### config.mk
export PLATFORM = sky130hd
export DESIGN_NAME = pipeCtrlTop
export DESIGN_NICKNAME = d
export VERILOG_FILES = /design/src/hw/pipeCtrlPkg.sv /design/src/hw/decodeIf.sv /design/src/hw/stageIf.sv /design/src/hw/ifIdReg.sv /design/src/hw/instrDecoder.sv /design/src/hw/hazardDetectionUnit.sv /design/src/hw/stageTracker.sv /design/src/hw/pipeCtrlTop.sv
export SDC_FILE = /design/constraint.sdc
export NUM_CORES = 1
export LEC_CHECK = 0
export BUFFER_PORTS_ARGS = -buffer_cell sky130_fd_sc_hd__clkbuf_2
export CAP_MARGIN = 10
export CORE_MARGIN = 4
export CORE_UTILIZATION = 32
export CTS_BUF_LIST = sky130_fd_sc_hd__clkbuf_4 sky130_fd_sc_hd__clkbuf_8 sky130_fd_sc_hd__clkbuf_16
export CTS_CLUSTER_DIAMETER = 150
export CTS_CLUSTER_SIZE = 14
export DETAILED_ROUTE_END_ITERATION = 10
export SYNTH_ARGS = -nofsm -noshare
export SYNTH_HDL_FRONTEND = slang
export SYNTH_SLANG_ARGS = --single-unit
### constraint.sdc
create_clock -name clk -period 3.3 [get_ports clk]
set_clock_uncertainty 0.1 [all_clocks]
set_input_delay 0.66 -clock clk [delete_from_list [all_inputs] [get_ports clk]]
set_output_delay 0.66 -clock clk [all_outputs]
set_load 0.05 [all_outputs]
### src/hw/pipeCtrlPkg.sv
package pipeCtrlPkg;

  //////////////////////////////////////////////////
  // Register ids and opcodes
  //////////////////////////////////////////////////
  typedef logic [3:0] regIdT;  // Sixteen registers, r0 reads zero

  typedef enum logic [3:0] {
    OP_ADD    = 4'h0,
    OP_SUB    = 4'h1,
    OP_XOR    = 4'h2,
    OP_RED    = 4'h3,
    OP_SLL    = 4'h4,
    OP_SRA    = 4'h5,
    OP_ROR    = 4'h6,
    OP_PADDSB = 4'h7,
    OP_LW     = 4'h8,
    OP_SW     = 4'h9,
    OP_LLB    = 4'hA,
    OP_LHB    = 4'hB,
    OP_B      = 4'hC,
    OP_BR     = 4'hD,
    OP_PCS    = 4'hE,
    OP_HLT    = 4'hF
  } opcodeT;

  //////////////////////////////////////////////////
  // Instruction formats
  //////////////////////////////////////////////////
  typedef struct packed {
    opcodeT opcode;
    regIdT  rd;  // Destination
    regIdT  rs;
    regIdT  rt;
  } rFormT;

  typedef struct packed {
    opcodeT     opcode;
    regIdT      rt;      // LW dest, SW data, LLB/LHB src and dest
    regIdT      rs;      // Base address register
    logic [3:0] offset;
  } memFormT;

  typedef struct packed {
    opcodeT     opcode;
    logic [2:0] cond;   // Flag condition code
    logic [8:0] label;  // BR keeps its target register in bits 7:4
  } brFormT;

  // One fetched word seen through each format
  typedef union packed {
    rFormT   rForm;
    memFormT memForm;
    brFormT  brForm;
  } instrT;

  localparam logic [15:0] NOP_INSTR = 16'h0000;  // ADD r0, r0, r0

endpackage

### src/hw/decodeIf.sv
`timescale 1ns/1ns
`default_nettype none

// Decoded control of the instruction sitting in ID
interface decodeIf;
  import pipeCtrlPkg::*;

  regIdT srcReg1;   // Rs, or rt for LLB/LHB
  regIdT srcReg2;   // Rt, or SW data register
  regIdT destReg;
  logic  regWrite;
  logic  memEnable;
  logic  memWrite;
  logic  zEn;       // Sets the zero flag
  logic  nvEn;      // Sets negative and overflow flags
  logic  branch;    // B or BR
  logic  br;        // BR only
  logic  hlt;

  modport producer (
    output srcReg1, srcReg2, destReg, regWrite, memEnable, memWrite,
    output zEn, nvEn, branch, br, hlt
  );

  modport consumer (
    input srcReg1, srcReg2, destReg, regWrite, memEnable, memWrite,
    input zEn, nvEn, branch, br, hlt
  );

endinterface

`default_nettype wire

### src/hw/stageIf.sv
`timescale 1ns/1ns
`default_nettype none

// Control shadow of ID/EX and EX/MEM fed back to the hazard logic
interface stageIf;
  import pipeCtrlPkg::*;

  regIdT idExRd;
  logic  idExRegWrite;
  logic  idExMemEnable;
  logic  idExMemWrite;
  logic  idExZEn;
  logic  idExNvEn;
  regIdT exMemRd;
  logic  exMemRegWrite;

  modport producer (
    output idExRd, idExRegWrite, idExMemEnable, idExMemWrite, idExZEn, idExNvEn,
    output exMemRd, exMemRegWrite
  );

  modport consumer (
    input idExRd, idExRegWrite, idExMemEnable, idExMemWrite, idExZEn, idExNvEn,
    input exMemRd, exMemRegWrite
  );

endinterface

`default_nettype wire

### src/hw/ifIdReg.sv
`timescale 1ns/1ns
`default_nettype none

// IF/ID instruction register
module ifIdReg (
  input  logic              clk,
  input  logic              rst,
  input  pipeCtrlPkg::instrT instr,      // Word from fetch
  input  logic              ifIdStall,  // Hold current word
  input  logic              ifFlush,    // Discard fetched word
  output pipeCtrlPkg::instrT idInstr     // Word in ID
);
  import pipeCtrlPkg::*;

  //////////////////////////////////////////////////
  // Instruction register
  //////////////////////////////////////////////////
  // Flush wins over stall so a redirect always kills the word
  always_ff @(posedge clk) begin
    if (rst || ifFlush) begin
      idInstr <= NOP_INSTR;  // Bubble into ID
    end else if (!ifIdStall) begin
      idInstr <= instr;
    end
    // Stalled word stays put until the hazard clears
  end

  //////////////////////////////////////////////////
  // Checks
  //////////////////////////////////////////////////
  // A stalled word must still be in ID one cycle later
  property holdOnStall;
    @(posedge clk) disable iff (rst)
      (ifIdStall && !ifFlush) |=> $stable(idInstr);
  endproperty

  holdOnStallA: assert property (holdOnStall)
    else $error("IF/ID word changed during a stall");

endmodule

`default_nettype wire

### src/hw/instrDecoder.sv
`timescale 1ns/1ns
`default_nettype none

// Extracts register ids and control bits from the word in ID
module instrDecoder (
  input pipeCtrlPkg::instrT idInstr,
  decodeIf.producer         dec
);
  import pipeCtrlPkg::*;

  opcodeT opcode;  // Same field in every format

  assign opcode = idInstr.rForm.opcode;

  //////////////////////////////////////////////////
  // Control decode
  //////////////////////////////////////////////////
  always_comb begin
    // Unused sources read r0, which never matches a hazard
    dec.srcReg1   = '0;
    dec.srcReg2   = '0;
    dec.destReg   = '0;
    dec.regWrite  = 1'b0;
    dec.memEnable = 1'b0;
    dec.memWrite  = 1'b0;
    dec.zEn       = 1'b0;
    dec.nvEn      = 1'b0;
    dec.branch    = 1'b0;
    dec.br        = 1'b0;
    dec.hlt       = 1'b0;

    // The filler word is a bubble and carries no control
    if (idInstr != NOP_INSTR) begin
      unique case (opcode)
        OP_ADD, OP_SUB, OP_XOR, OP_RED, OP_SLL, OP_SRA, OP_ROR, OP_PADDSB: begin
          dec.srcReg1  = idInstr.rForm.rs;
          dec.srcReg2  = idInstr.rForm.rt;
          dec.destReg  = idInstr.rForm.rd;
          dec.regWrite = 1'b1;
          // RED and PADDSB leave the flags alone
          dec.zEn      = (opcode != OP_RED) && (opcode != OP_PADDSB);
          dec.nvEn     = (opcode == OP_ADD) || (opcode == OP_SUB);
        end
        OP_LW: begin
          dec.srcReg1   = idInstr.memForm.rs;  // Base
          dec.destReg   = idInstr.memForm.rt;
          dec.regWrite  = 1'b1;
          dec.memEnable = 1'b1;
        end
        OP_SW: begin
          dec.srcReg1   = idInstr.memForm.rs;  // Base
          dec.srcReg2   = idInstr.memForm.rt;  // Store data
          dec.memEnable = 1'b1;
          dec.memWrite  = 1'b1;
        end
        OP_LLB, OP_LHB: begin
          // Half of rt is kept so it is read as well as written
          dec.srcReg1  = idInstr.memForm.rt;
          dec.destReg  = idInstr.memForm.rt;
          dec.regWrite = 1'b1;
        end
        OP_B: begin
          dec.branch = 1'b1;  // Condition only, no register read
        end
        OP_BR: begin
          dec.srcReg1 = idInstr.brForm.label[7:4];  // Target register
          dec.branch  = 1'b1;
          dec.br      = 1'b1;
        end
        OP_PCS: begin
          dec.destReg  = idInstr.rForm.rd;  // Gets PC+2
          dec.regWrite = 1'b1;
        end
        OP_HLT: begin
          dec.hlt = 1'b1;
        end
      endcase
    end
  end

endmodule

`default_nettype wire

### src/hw/hazardDetectionUnit.sv
`timescale 1ns/1ns
`default_nettype none

// Load-to-use and branch hazard detection for the ID stage
module hazardDetectionUnit (
  decodeIf.consumer dec,        // Instruction in ID
  stageIf.consumer  stg,        // ID/EX and EX/MEM control
  input  logic      updatePc,   // Branch resolved taken
  output logic      pcStall,
  output logic      ifIdStall,
  output logic      idFlush,    // Bubble into ID/EX
  output logic      ifFlush     // Kill word in IF/ID
);

  logic idExMemRead;    // LW in EX
  logic idExSetsFlags;  // Flags not yet written back for the branch
  logic loadUseHazard;
  logic bHazard;
  logic brInst;
  logic exToIdHazBr;    // EX producer of the BR target
  logic memToIdHazBr;   // MEM producer of the BR target
  logic brHazard;

  //////////////////////////////////////////////////
  // Stall and flush levels
  //////////////////////////////////////////////////
  assign pcStall   = dec.hlt | loadUseHazard | bHazard | brHazard;  // Halt freezes fetch too
  assign ifIdStall = pcStall;
  assign idFlush   = loadUseHazard | bHazard | brHazard;  // Not for halt
  assign ifFlush   = updatePc;  // Wrong-path word in IF/ID

  //////////////////////////////////////////////////
  // Load-to-use
  //////////////////////////////////////////////////
  assign idExMemRead = stg.idExMemEnable & ~stg.idExMemWrite;

  // SW data gets MEM-MEM forwarding, so only its base counts
  assign loadUseHazard = idExMemRead & (stg.idExRd != 4'h0) &
                         ((stg.idExRd == dec.srcReg1) |
                          ((stg.idExRd == dec.srcReg2) & ~dec.memWrite));

  //////////////////////////////////////////////////
  // Branches
  //////////////////////////////////////////////////
  assign idExSetsFlags = stg.idExZEn | stg.idExNvEn;

  // B and BR both wait on flags from EX
  assign bHazard = dec.branch & idExSetsFlags;

  assign brInst = dec.branch & dec.br;

  // Target register still being produced
  assign exToIdHazBr  = stg.idExRegWrite & (stg.idExRd != 4'h0) &
                        (stg.idExRd == dec.srcReg1);
  assign memToIdHazBr = stg.exMemRegWrite & (stg.exMemRd != 4'h0) &
                        (stg.exMemRd == dec.srcReg1);

  assign brHazard = brInst & (idExSetsFlags | exToIdHazBr | memToIdHazBr);

  //////////////////////////////////////////////////
  // Checks
  //////////////////////////////////////////////////
  // A bubble is only safe if the held word is replayed from IF/ID
  always_comb begin
    assert final (!idFlush || (pcStall && ifIdStall))
      else $error("ID/EX flushed while IF/ID was not held");
  end

endmodule

`default_nettype wire

### src/hw/stageTracker.sv
`timescale 1ns/1ns
`default_nettype none

// Control shadow of ID/EX and EX/MEM with issue report
module stageTracker (
  input  logic               clk,
  input  logic               rst,
  decodeIf.consumer          dec,
  input  logic               idFlush,
  input  pipeCtrlPkg::instrT idInstr,
  stageIf.producer           stg,
  output logic               issueValid,  // A real instruction entered ID/EX
  output pipeCtrlPkg::instrT issueInstr
);
  import pipeCtrlPkg::*;

  logic bubble;  // Nothing real moves into ID/EX

  // Hazard bubble, halt held in ID or filler word
  assign bubble = idFlush | dec.hlt | (idInstr == NOP_INSTR);

  //////////////////////////////////////////////////
  // ID/EX and EX/MEM shadow
  //////////////////////////////////////////////////
  always_ff @(posedge clk) begin
    if (rst) begin
      stg.idExRd        <= '0;
      stg.idExRegWrite  <= 1'b0;
      stg.idExMemEnable <= 1'b0;
      stg.idExMemWrite  <= 1'b0;
      stg.idExZEn       <= 1'b0;
      stg.idExNvEn      <= 1'b0;
      stg.exMemRd       <= '0;
      stg.exMemRegWrite <= 1'b0;
      issueValid        <= 1'b0;
    end else begin
      stg.idExRd        <= bubble ? '0   : dec.destReg;
      stg.idExRegWrite  <= bubble ? 1'b0 : dec.regWrite;
      stg.idExMemEnable <= bubble ? 1'b0 : dec.memEnable;
      stg.idExMemWrite  <= bubble ? 1'b0 : dec.memWrite;
      stg.idExZEn       <= bubble ? 1'b0 : dec.zEn;
      stg.idExNvEn      <= bubble ? 1'b0 : dec.nvEn;
      stg.exMemRd       <= stg.idExRd;        // Flags and memory are done by MEM
      stg.exMemRegWrite <= stg.idExRegWrite;
      issueValid        <= ~bubble;
    end
  end

  // Word moving from ID into ID/EX on this edge
  always_ff @(posedge clk) begin
    issueInstr <= idInstr;
  end

  //////////////////////////////////////////////////
  // Checks
  //////////////////////////////////////////////////
  property bubbleIsInert;
    @(posedge clk) disable iff (rst)
      bubble |=> (!stg.idExRegWrite && !stg.idExMemEnable && !issueValid);
  endproperty

  bubbleIsInertA: assert property (bubbleIsInert)
    else $error("Bubble in ID/EX carries write or memory control");

endmodule

`default_nettype wire

### src/hw/pipeCtrlTop.sv
`timescale 1ns/1ns
`default_nettype none

// Hazard control slice of the five-stage pipeline
module pipeCtrlTop (
  input  logic        clk,
  input  logic        rst,
  input  logic [15:0] instr,       // Fetched word
  input  logic        updatePc,    // Taken branch redirect
  output logic        pcStall,
  output logic        ifIdStall,
  output logic        idFlush,
  output logic        ifFlush,
  output logic        issueValid,
  output logic [15:0] issueInstr   // Word entering ID/EX
);
  import pipeCtrlPkg::*;

  instrT idInstr;  // Word held in IF/ID

  decodeIf decBus ();
  stageIf  stgBus ();

  //////////////////////////////////////////////////
  // IF/ID and decode
  //////////////////////////////////////////////////
  ifIdReg i_ifIdReg (
    .clk       (clk),
    .rst       (rst),
    .instr     (instr),
    .ifIdStall (ifIdStall),
    .ifFlush   (ifFlush),
    .idInstr   (idInstr)
  );

  instrDecoder i_instrDecoder (
    .idInstr (idInstr),
    .dec     (decBus)
  );

  //////////////////////////////////////////////////
  // Hazards and stage shadow
  //////////////////////////////////////////////////
  hazardDetectionUnit i_hazardDetectionUnit (
    .dec       (decBus),
    .stg       (stgBus),
    .updatePc  (updatePc),
    .pcStall   (pcStall),
    .ifIdStall (ifIdStall),
    .idFlush   (idFlush),
    .ifFlush   (ifFlush)
  );

  stageTracker i_stageTracker (
    .clk        (clk),
    .rst        (rst),
    .dec        (decBus),
    .idFlush    (idFlush),
    .idInstr    (idInstr),
    .stg        (stgBus),
    .issueValid (issueValid),
    .issueInstr (issueInstr)
  );

endmodule

`default_nettype wire

==> impl_metrics.csv, run 1 <==
group,metric,value,unit
global_routing,antenna_found_initial,0,
logic_synthesis,synth_top_family_by_area,"simple AND/OR/NAND/NOR gates",
clock_network,clkTransAtPathRegs,80,ps
route,vias_per_cell,4.76,
place,hpwl,3.05,mm
final_layout,drive_above_1_share,32.9,%
worst_setup_path,max_stage_delay,380,ps
final_layout,fin_util,41.5,%
worst_setup_path,rr_startpoint,"i_ifIdReg.idInstr[14]",
min_path,whs_path_depth,0,
global_routing,track_usage,12.2,%
worst_setup_path,r2r.worst_path.cells,9,
clock_network,clock_path_buffers,2,
logic_synthesis,synth-compound-area-share,11.3,%
worst_setup_path,start_kind,"register",
clock_network,tritoncts,"built",
final_layout,nets,249,
route,detail_route.first_pass.iterations,6,
route,drt_iter0_markers,75,
logic_synthesis,netlist_instances,186,
worst_setup_path,startpoint,"i_ifIdReg.idInstr[14]",
final_layout,syn2layout_area_growth,23.1,%
timing,setup_viol,0,
logic_synthesis,synth_warnings,0,
flow_run,maxCapViolations,0,
timing,slew_viol_final,0,
logic_synthesis,yosys.area_share.simple,20.4,%
global_routing,grt_overflow,0,
logic_synthesis,ys_types,40,
clock_network,cts_sinks,47,
clock_network,clk_root_buffer_cell,"clkbuf_8",
logic_synthesis,syn_area_per_cell,10.2,µm²
global_routing,first_global_vias,1437,
worst_setup_path,required,2540,ps
floorplanning,io_pins,40,
logic_synthesis,ys_ff_latch,47,
worst_setup_path,crit_fanout,5,
worst_setup_path,worstSetupEndpointType,"output pin",
place,port_buffers,39,
clock_network,cts_buffers,5,
pwr,p_total,1.14,mW
pwr,power_density,490,nW/µm²
logic_synthesis,synthAdderAreaFrac,0.530,%
global_routing,grt_pass1_wl,6.93,mm
logic_synthesis,netlist_area,1890,µm²
route,ant_nets,0,
min_path,hold_path_end,"i_stageTracker.issueInstr[4]",
worst_setup_path,path_class,"register to output pin",
worst_setup_path,r2r_end,"i_ifIdReg.idInstr[13]",
global_routing,grt_max_degree,18,
logic_synthesis,synth_edf_count,0,
route,vias,1443,
logic_synthesis,ys_seq_area_share,49.8,%
final_layout,mostFrequentLayoutCells,"dfxtp_1 (45), nand2_1 (36), clkbuf_2 (36), mux2i_1 (13), buf_4 (10)",
clock_network,worst_skew_pair.late_latency,300,ps
logic_synthesis,ys.flop_type,"dfxtp_1",
logic_synthesis,synthesis.nets,205,
final_layout,final_common_cell,"dfxtp_1",
route,wl,4.13,mm
logic_synthesis,ys_async_sr_fraction,0,%
logic_synthesis,synth_xor_area_share,4.17,%
min_path,min_from,"i_ifIdReg.idInstr[4]",
timing,tightest_slew,725,ps
outcome,status,"completed",
final_layout,fin_area,2320,µm²
route,post_drt_wl_per_cell,13.6,µm
timing,post-route-period-util,96.0,%
pwr,leakagePower,1.03,nW
place,placed_area,2170,µm²
clock_network,ctsHtreeMaxLevel,2,
floorplanning,start_util,33.7,%
timing,rsz0062_at_grt,"false",
min_path,hold_class,"register to register",
timing,clock.fmax,316,MHz
route,drcViolationCount,0,
timing,setup_tns,0,ps
worst_setup_path,cp_cell_sequence,"and3b_2 > a32oi_2 > buf_4 > xnor2_1 > nor4_4 > a211oi_2 > o21a_1 > clkinvlp_4 > clkbuf_8",
logic_synthesis,synth.area.mux_share,8.22,%
floorplanning,num_rows,27,
pwr,vdd_drop_max,258,µV
floorplanning,core,5610,µm²
worst_setup_path,cpMaxStageDelayCell,"dfxtp_4",
worst_setup_path,rrSetupSlack,740,ps
floorplanning,die_x,84.8,µm
floorplanning,dieHeight,84.8,µm
timing,period_minus_slack,3170,ps
final_layout,diodes,0,
final_layout,fillers,581,
floorplanning,dieArea,7190,µm²
worst_setup_path,arrival,2410,ps
place,place.gp.congestion,0.792,
timing,hold_violations,0,
timing,maxSlewHeadroom,51.6,%
## flip-flops by register name, indices dropped and copies added (netlist names)
signal / count
i_ifIdReg.idInstr: 16
i_stageTracker.issueInstr: 16
i_stageTracker.stg.exMemRd: 4
i_stageTracker.stg.idExRd: 4
i_stageTracker.issueValid: 1
i_stageTracker.stg.exMemRegWrite: 1
i_stageTracker.stg.idExMemEnable: 1
i_stageTracker.stg.idExMemWrite: 1
i_stageTracker.stg.idExNvEn: 1
i_stageTracker.stg.idExRegWrite: 1
i_stageTracker.stg.idExZEn: 1
## synth_stat cells, drive strengths merged, types with 2 or more instances
master | count | share of area, %
dfxtp | 47 | 50
nand2 | 36 | 7.2
mux2i | 14 | 7.4
nor2 | 11 | 2.2
xnor2 | 9 | 4.2
nor2b | 8 | 2.7
buf | 7 | 3.7
nor4 | 6 | 2.8
clkbuf | 5 | 1.1
nor3 | 5 | 1.3
a211oi | 4 | 2.1
inv | 4 | 0.79
a32oi | 3 | 1.8
nand2b | 3 | 0.99
a21oi | 2 | 0.53
a31oi | 2 | 0.66
a41oi | 2 | 0.93
o21ai | 2 | 0.53
o221a | 2 | 1.2
## where the power goes
group          switching, mW  internal (mW)
clock                  0.189          0.180
combinational          0.100         0.0602
sequential            0.0183          0.592
## critical path: cells and delay by family, from the launching register on
family | cells | cell delay [ps]
AOI/OAI and AO/OA | 3 | 600
and+or+nand+nor | 2 | 610
buffers and inverters | 3 | 440
DFF | 1 | 380
xor gates and xnor gates | 1 | 80
## routing by layer
layer  vias up  track usage [%]  part of all wire [%]
met2        38             18.6                    45
li1        725                -                     -
met5         -                0                     0
met4         0             5.04                   1.6
met1       673             16.3                    49
met3         7             3.20                   4.5
## area by class of cell
type | count | area (µm²) | area share (%)
clock buffer | 7 | 90.1 | 3.88
timing repair buffer | 49 | 303 | 13.0
multi-input combinational | 123 | 868 | 37.4
clock inverter | 1 | 8.76 | 0.377
sequential | 47 | 946 | 40.7
tap | 72 | 90.1 | 3.88
inverter | 4 | 18.8 | 0.807
## logic make-up (layout without fill, tap and decap cells)
kind of cell,after synthesis,after routing
buffers and inverters,16,61
flip-flops,47,47
AND/OR/NAND/NOR,75,75
AO/OA/AOI/OAI,23,23
XOR/XNOR,9,9
adder cells (fa/ha/maj),1,1
multiplexers,15,15
## how the worst max path moves through the flow
| stage | to |
|---|---|
| floorplan | pcStall |
| global placement | ifIdStall |
| detailed placement | ifIdStall |
| CTS | ifIdStall |
| global route | ifIdStall |
| finish | ifIdStall |
## timing repair
action,in CTS,in global routing
gates resized for setup,8,3
setup endpoints to repair,3,3
buffers inserted,1,0
hold buffers,0,0
pin swaps,1,5
## through the flow
stage / worst slack (ps) / hold WS (ps) / cells
3_5_place_dp: 154 / 282 / 294
6_report: 134 / 291 / 303
5_1_grt: 22.6 / 311 / 303
4_1_cts: 24.5 / 294 / 303
2_1_floorplan: 53.7 / 230 / 186
3_3_place_gp: 192 / 288 / 294
Note: power is estimated with default switching activity, not from simulation.
==> run 2, diff against run 1 <==
==> constraint.sdc (replaced) <==
create_clock -name clk -period 3.3 [get_ports clk]
set_clock_uncertainty 0.1 [all_clocks]
set_input_delay 0.66 -clock clk [delete_from_list [all_inputs] [get_ports clk]]
set_output_delay 0.66 -clock clk [all_outputs]
set_load 0.005 [all_outputs]
==> run 2 against run 1 <==
Register-to-register slack lost 20 ps. Via count down 0.97%. Combinational power decreased by 25%.
==> impl_metrics.csv, run 2 (synthesis gave the netlist of run 1 again) <==
group,metric,value,unit
timing,maxSlewHeadroom,54.8,%
place,place.gp.congestion,0.820,
global_routing,grt_pass1_wl,7.00,mm
clock_network,clkTransAtPathRegs,80,ps
final_layout,top_regs,"i_ifIdReg.idInstr (16), i_stageTracker.issueInstr (16)",
min_path,hold_class,"register to register",
outcome,status,"completed",
floorplanning,core,5610,µm²
worst_setup_path,cp_num_buf_inv,3,
worst_setup_path,start_kind,"register",
route,drt-met1-wl,1.96,mm
worst_setup_path,arrival,2350,ps
route,detail_route.first_pass.iterations,4,
floorplanning,start_util,33.7,%
final_layout,diodes,0,
pwr,power_density,487,nW/µm²
final_layout,fin_util,40.8,%
final_layout,fin_area,2290,µm²
route,drt_iter0_markers,60,
worst_setup_path,required,2540,ps
timing,slew_viol_final,0,
clock_network,cts_sinks,47,
worst_setup_path,crit_family,"compound AO/OA/AOI/OAI gates",
final_layout,multi_input_area,880,µm²
timing,whs,307,ps
flow_run,maxCapViolations,0,
worst_setup_path,worstSetupEndpointType,"output pin",
worst_setup_path,max_stage_delay,350,ps
worst_setup_path,cpMaxStageDelayCell,"a32oi_1",
final_layout,mostFrequentLayoutCells,"dfxtp_1 (46), clkbuf_2 (39), nand2_1 (36), mux2i_1 (14), nor2_1 (10)",
final_layout,syn2layout_area_growth,21.1,%
global_routing,antenna_found_initial,0,
clock_network,clk_root_buffer_cell,"clkbuf_8",
timing,tightest_slew,677,ps
place,placed_area,2150,µm²
final_layout,nets,247,
pwr,vdd_drop_max,190,µV
timing,setup_tns,0,ps
floorplanning,io_pins,40,
clock_network,clock_path_buffers,2,
timing,hold_violations,0,
final_layout,regArea,942,µm²
clock_network,cts_buffers,5,
clock_network,tritoncts,"built",
timing,period_minus_slack,3110,ps
route,wl,4.16,mm
clock_network,cts_setup_buffers,0,
floorplanning,die_x,84.8,µm
floorplanning,num_rows,27,
route,drcViolationCount,0,
route,routed.top_layer,"met4",
worst_setup_path,path_class,"register to output pin",
place,pre_cts_slack,345,ps
timing,rsz0062_at_grt,"false",
worst_setup_path,crit_fanout,9,
final_layout,final_common_cell,"dfxtp_1",
global_routing,first_global_vias,1435,
global_routing,grt_overflow,0,
clock_network,ctsHtreeMaxLevel,2,
route,vias,1429,
pwr,leakagePower,1.03,nW
timing,setup_viol,0,
global_routing,grt_max_degree,19,
global_routing,track_usage,12.4,%
timing,post-route-period-util,94.4,%
route,dr_wl_met3,195,µm
timing,clock.fmax,321,MHz
worst_setup_path,cp_cell_sequence,"buf_4 > nand3b_4 > a32oi_1 > xnor2_1 > nor4_4 > a211oi_2 > o21a_1 > inv_1 > clkbuf_2",
route,post_drt_wl_per_cell,13.8,µm
route,vias_per_cell,4.75,
route,ant_nets,0,
clock_network,worst_skew_pair.late_latency,300,ps
clock_network,holdBufCountCts,0,
route,route.met2.wl,1.91,mm
floorplanning,dieArea,7190,µm²
final_layout,fillers,589,
timing,final.setup.worst_slack,186,ps
floorplanning,dieHeight,84.8,µm
final_layout,drive_above_1_share,31.0,%
place,hpwl,3.09,mm
place,port_buffers,39,
[run 2: repair_timing]
item                                   CTS  global route
endpoints found under the hold margin    0             0
setup endpoints to repair                2             3
gates resized for setup                  1             4
pin swaps                                0             1
[run 2: layout make-up]
type,count,share of cell area [%]
clock buffer,8,4.54
inverter,4,0.657
multi-input combinational,123,38.5
sequential,47,41.2
tap,72,3.94
timing repair buffer,47,11.2
[run 2: report_power, final]
part / internal, mW / total (mW) / switching [mW]
Sequential: 0.593 / 0.612 / 0.0188
Combinational: 0.0576 / 0.120 / 0.0625
Clock: 0.199 / 0.381 / 0.181
[run 2: metrics by stage]
step           total power, mW  cells
2_1_floorplan            0.697    186
3_3_place_gp             0.740    293
3_5_place_dp             0.740    293
4_1_cts                   1.12    301
5_1_grt                   1.17    301
6_report                  1.11    301
[run 2: worst paths after layout]
kind                         start                            to  slack [ps]  depth (start not counted)
min reg2reg   i_ifIdReg.idInstr[5]  i_stageTracker.issueInstr[5]         310                          0
min           i_ifIdReg.idInstr[5]  i_stageTracker.issueInstr[5]         310                          0
max          i_ifIdReg.idInstr[14]                       pcStall         190                          9
max reg2reg  i_ifIdReg.idInstr[14]         i_ifIdReg.idInstr[13]         720                          9
[run 2: per-layer routing]
metal	track usage [%]	up-vias
met5	0	-
met4	5.18	0
met3	3.30	9
met2	19.0	35
met1	16.4	664
li1	-	721
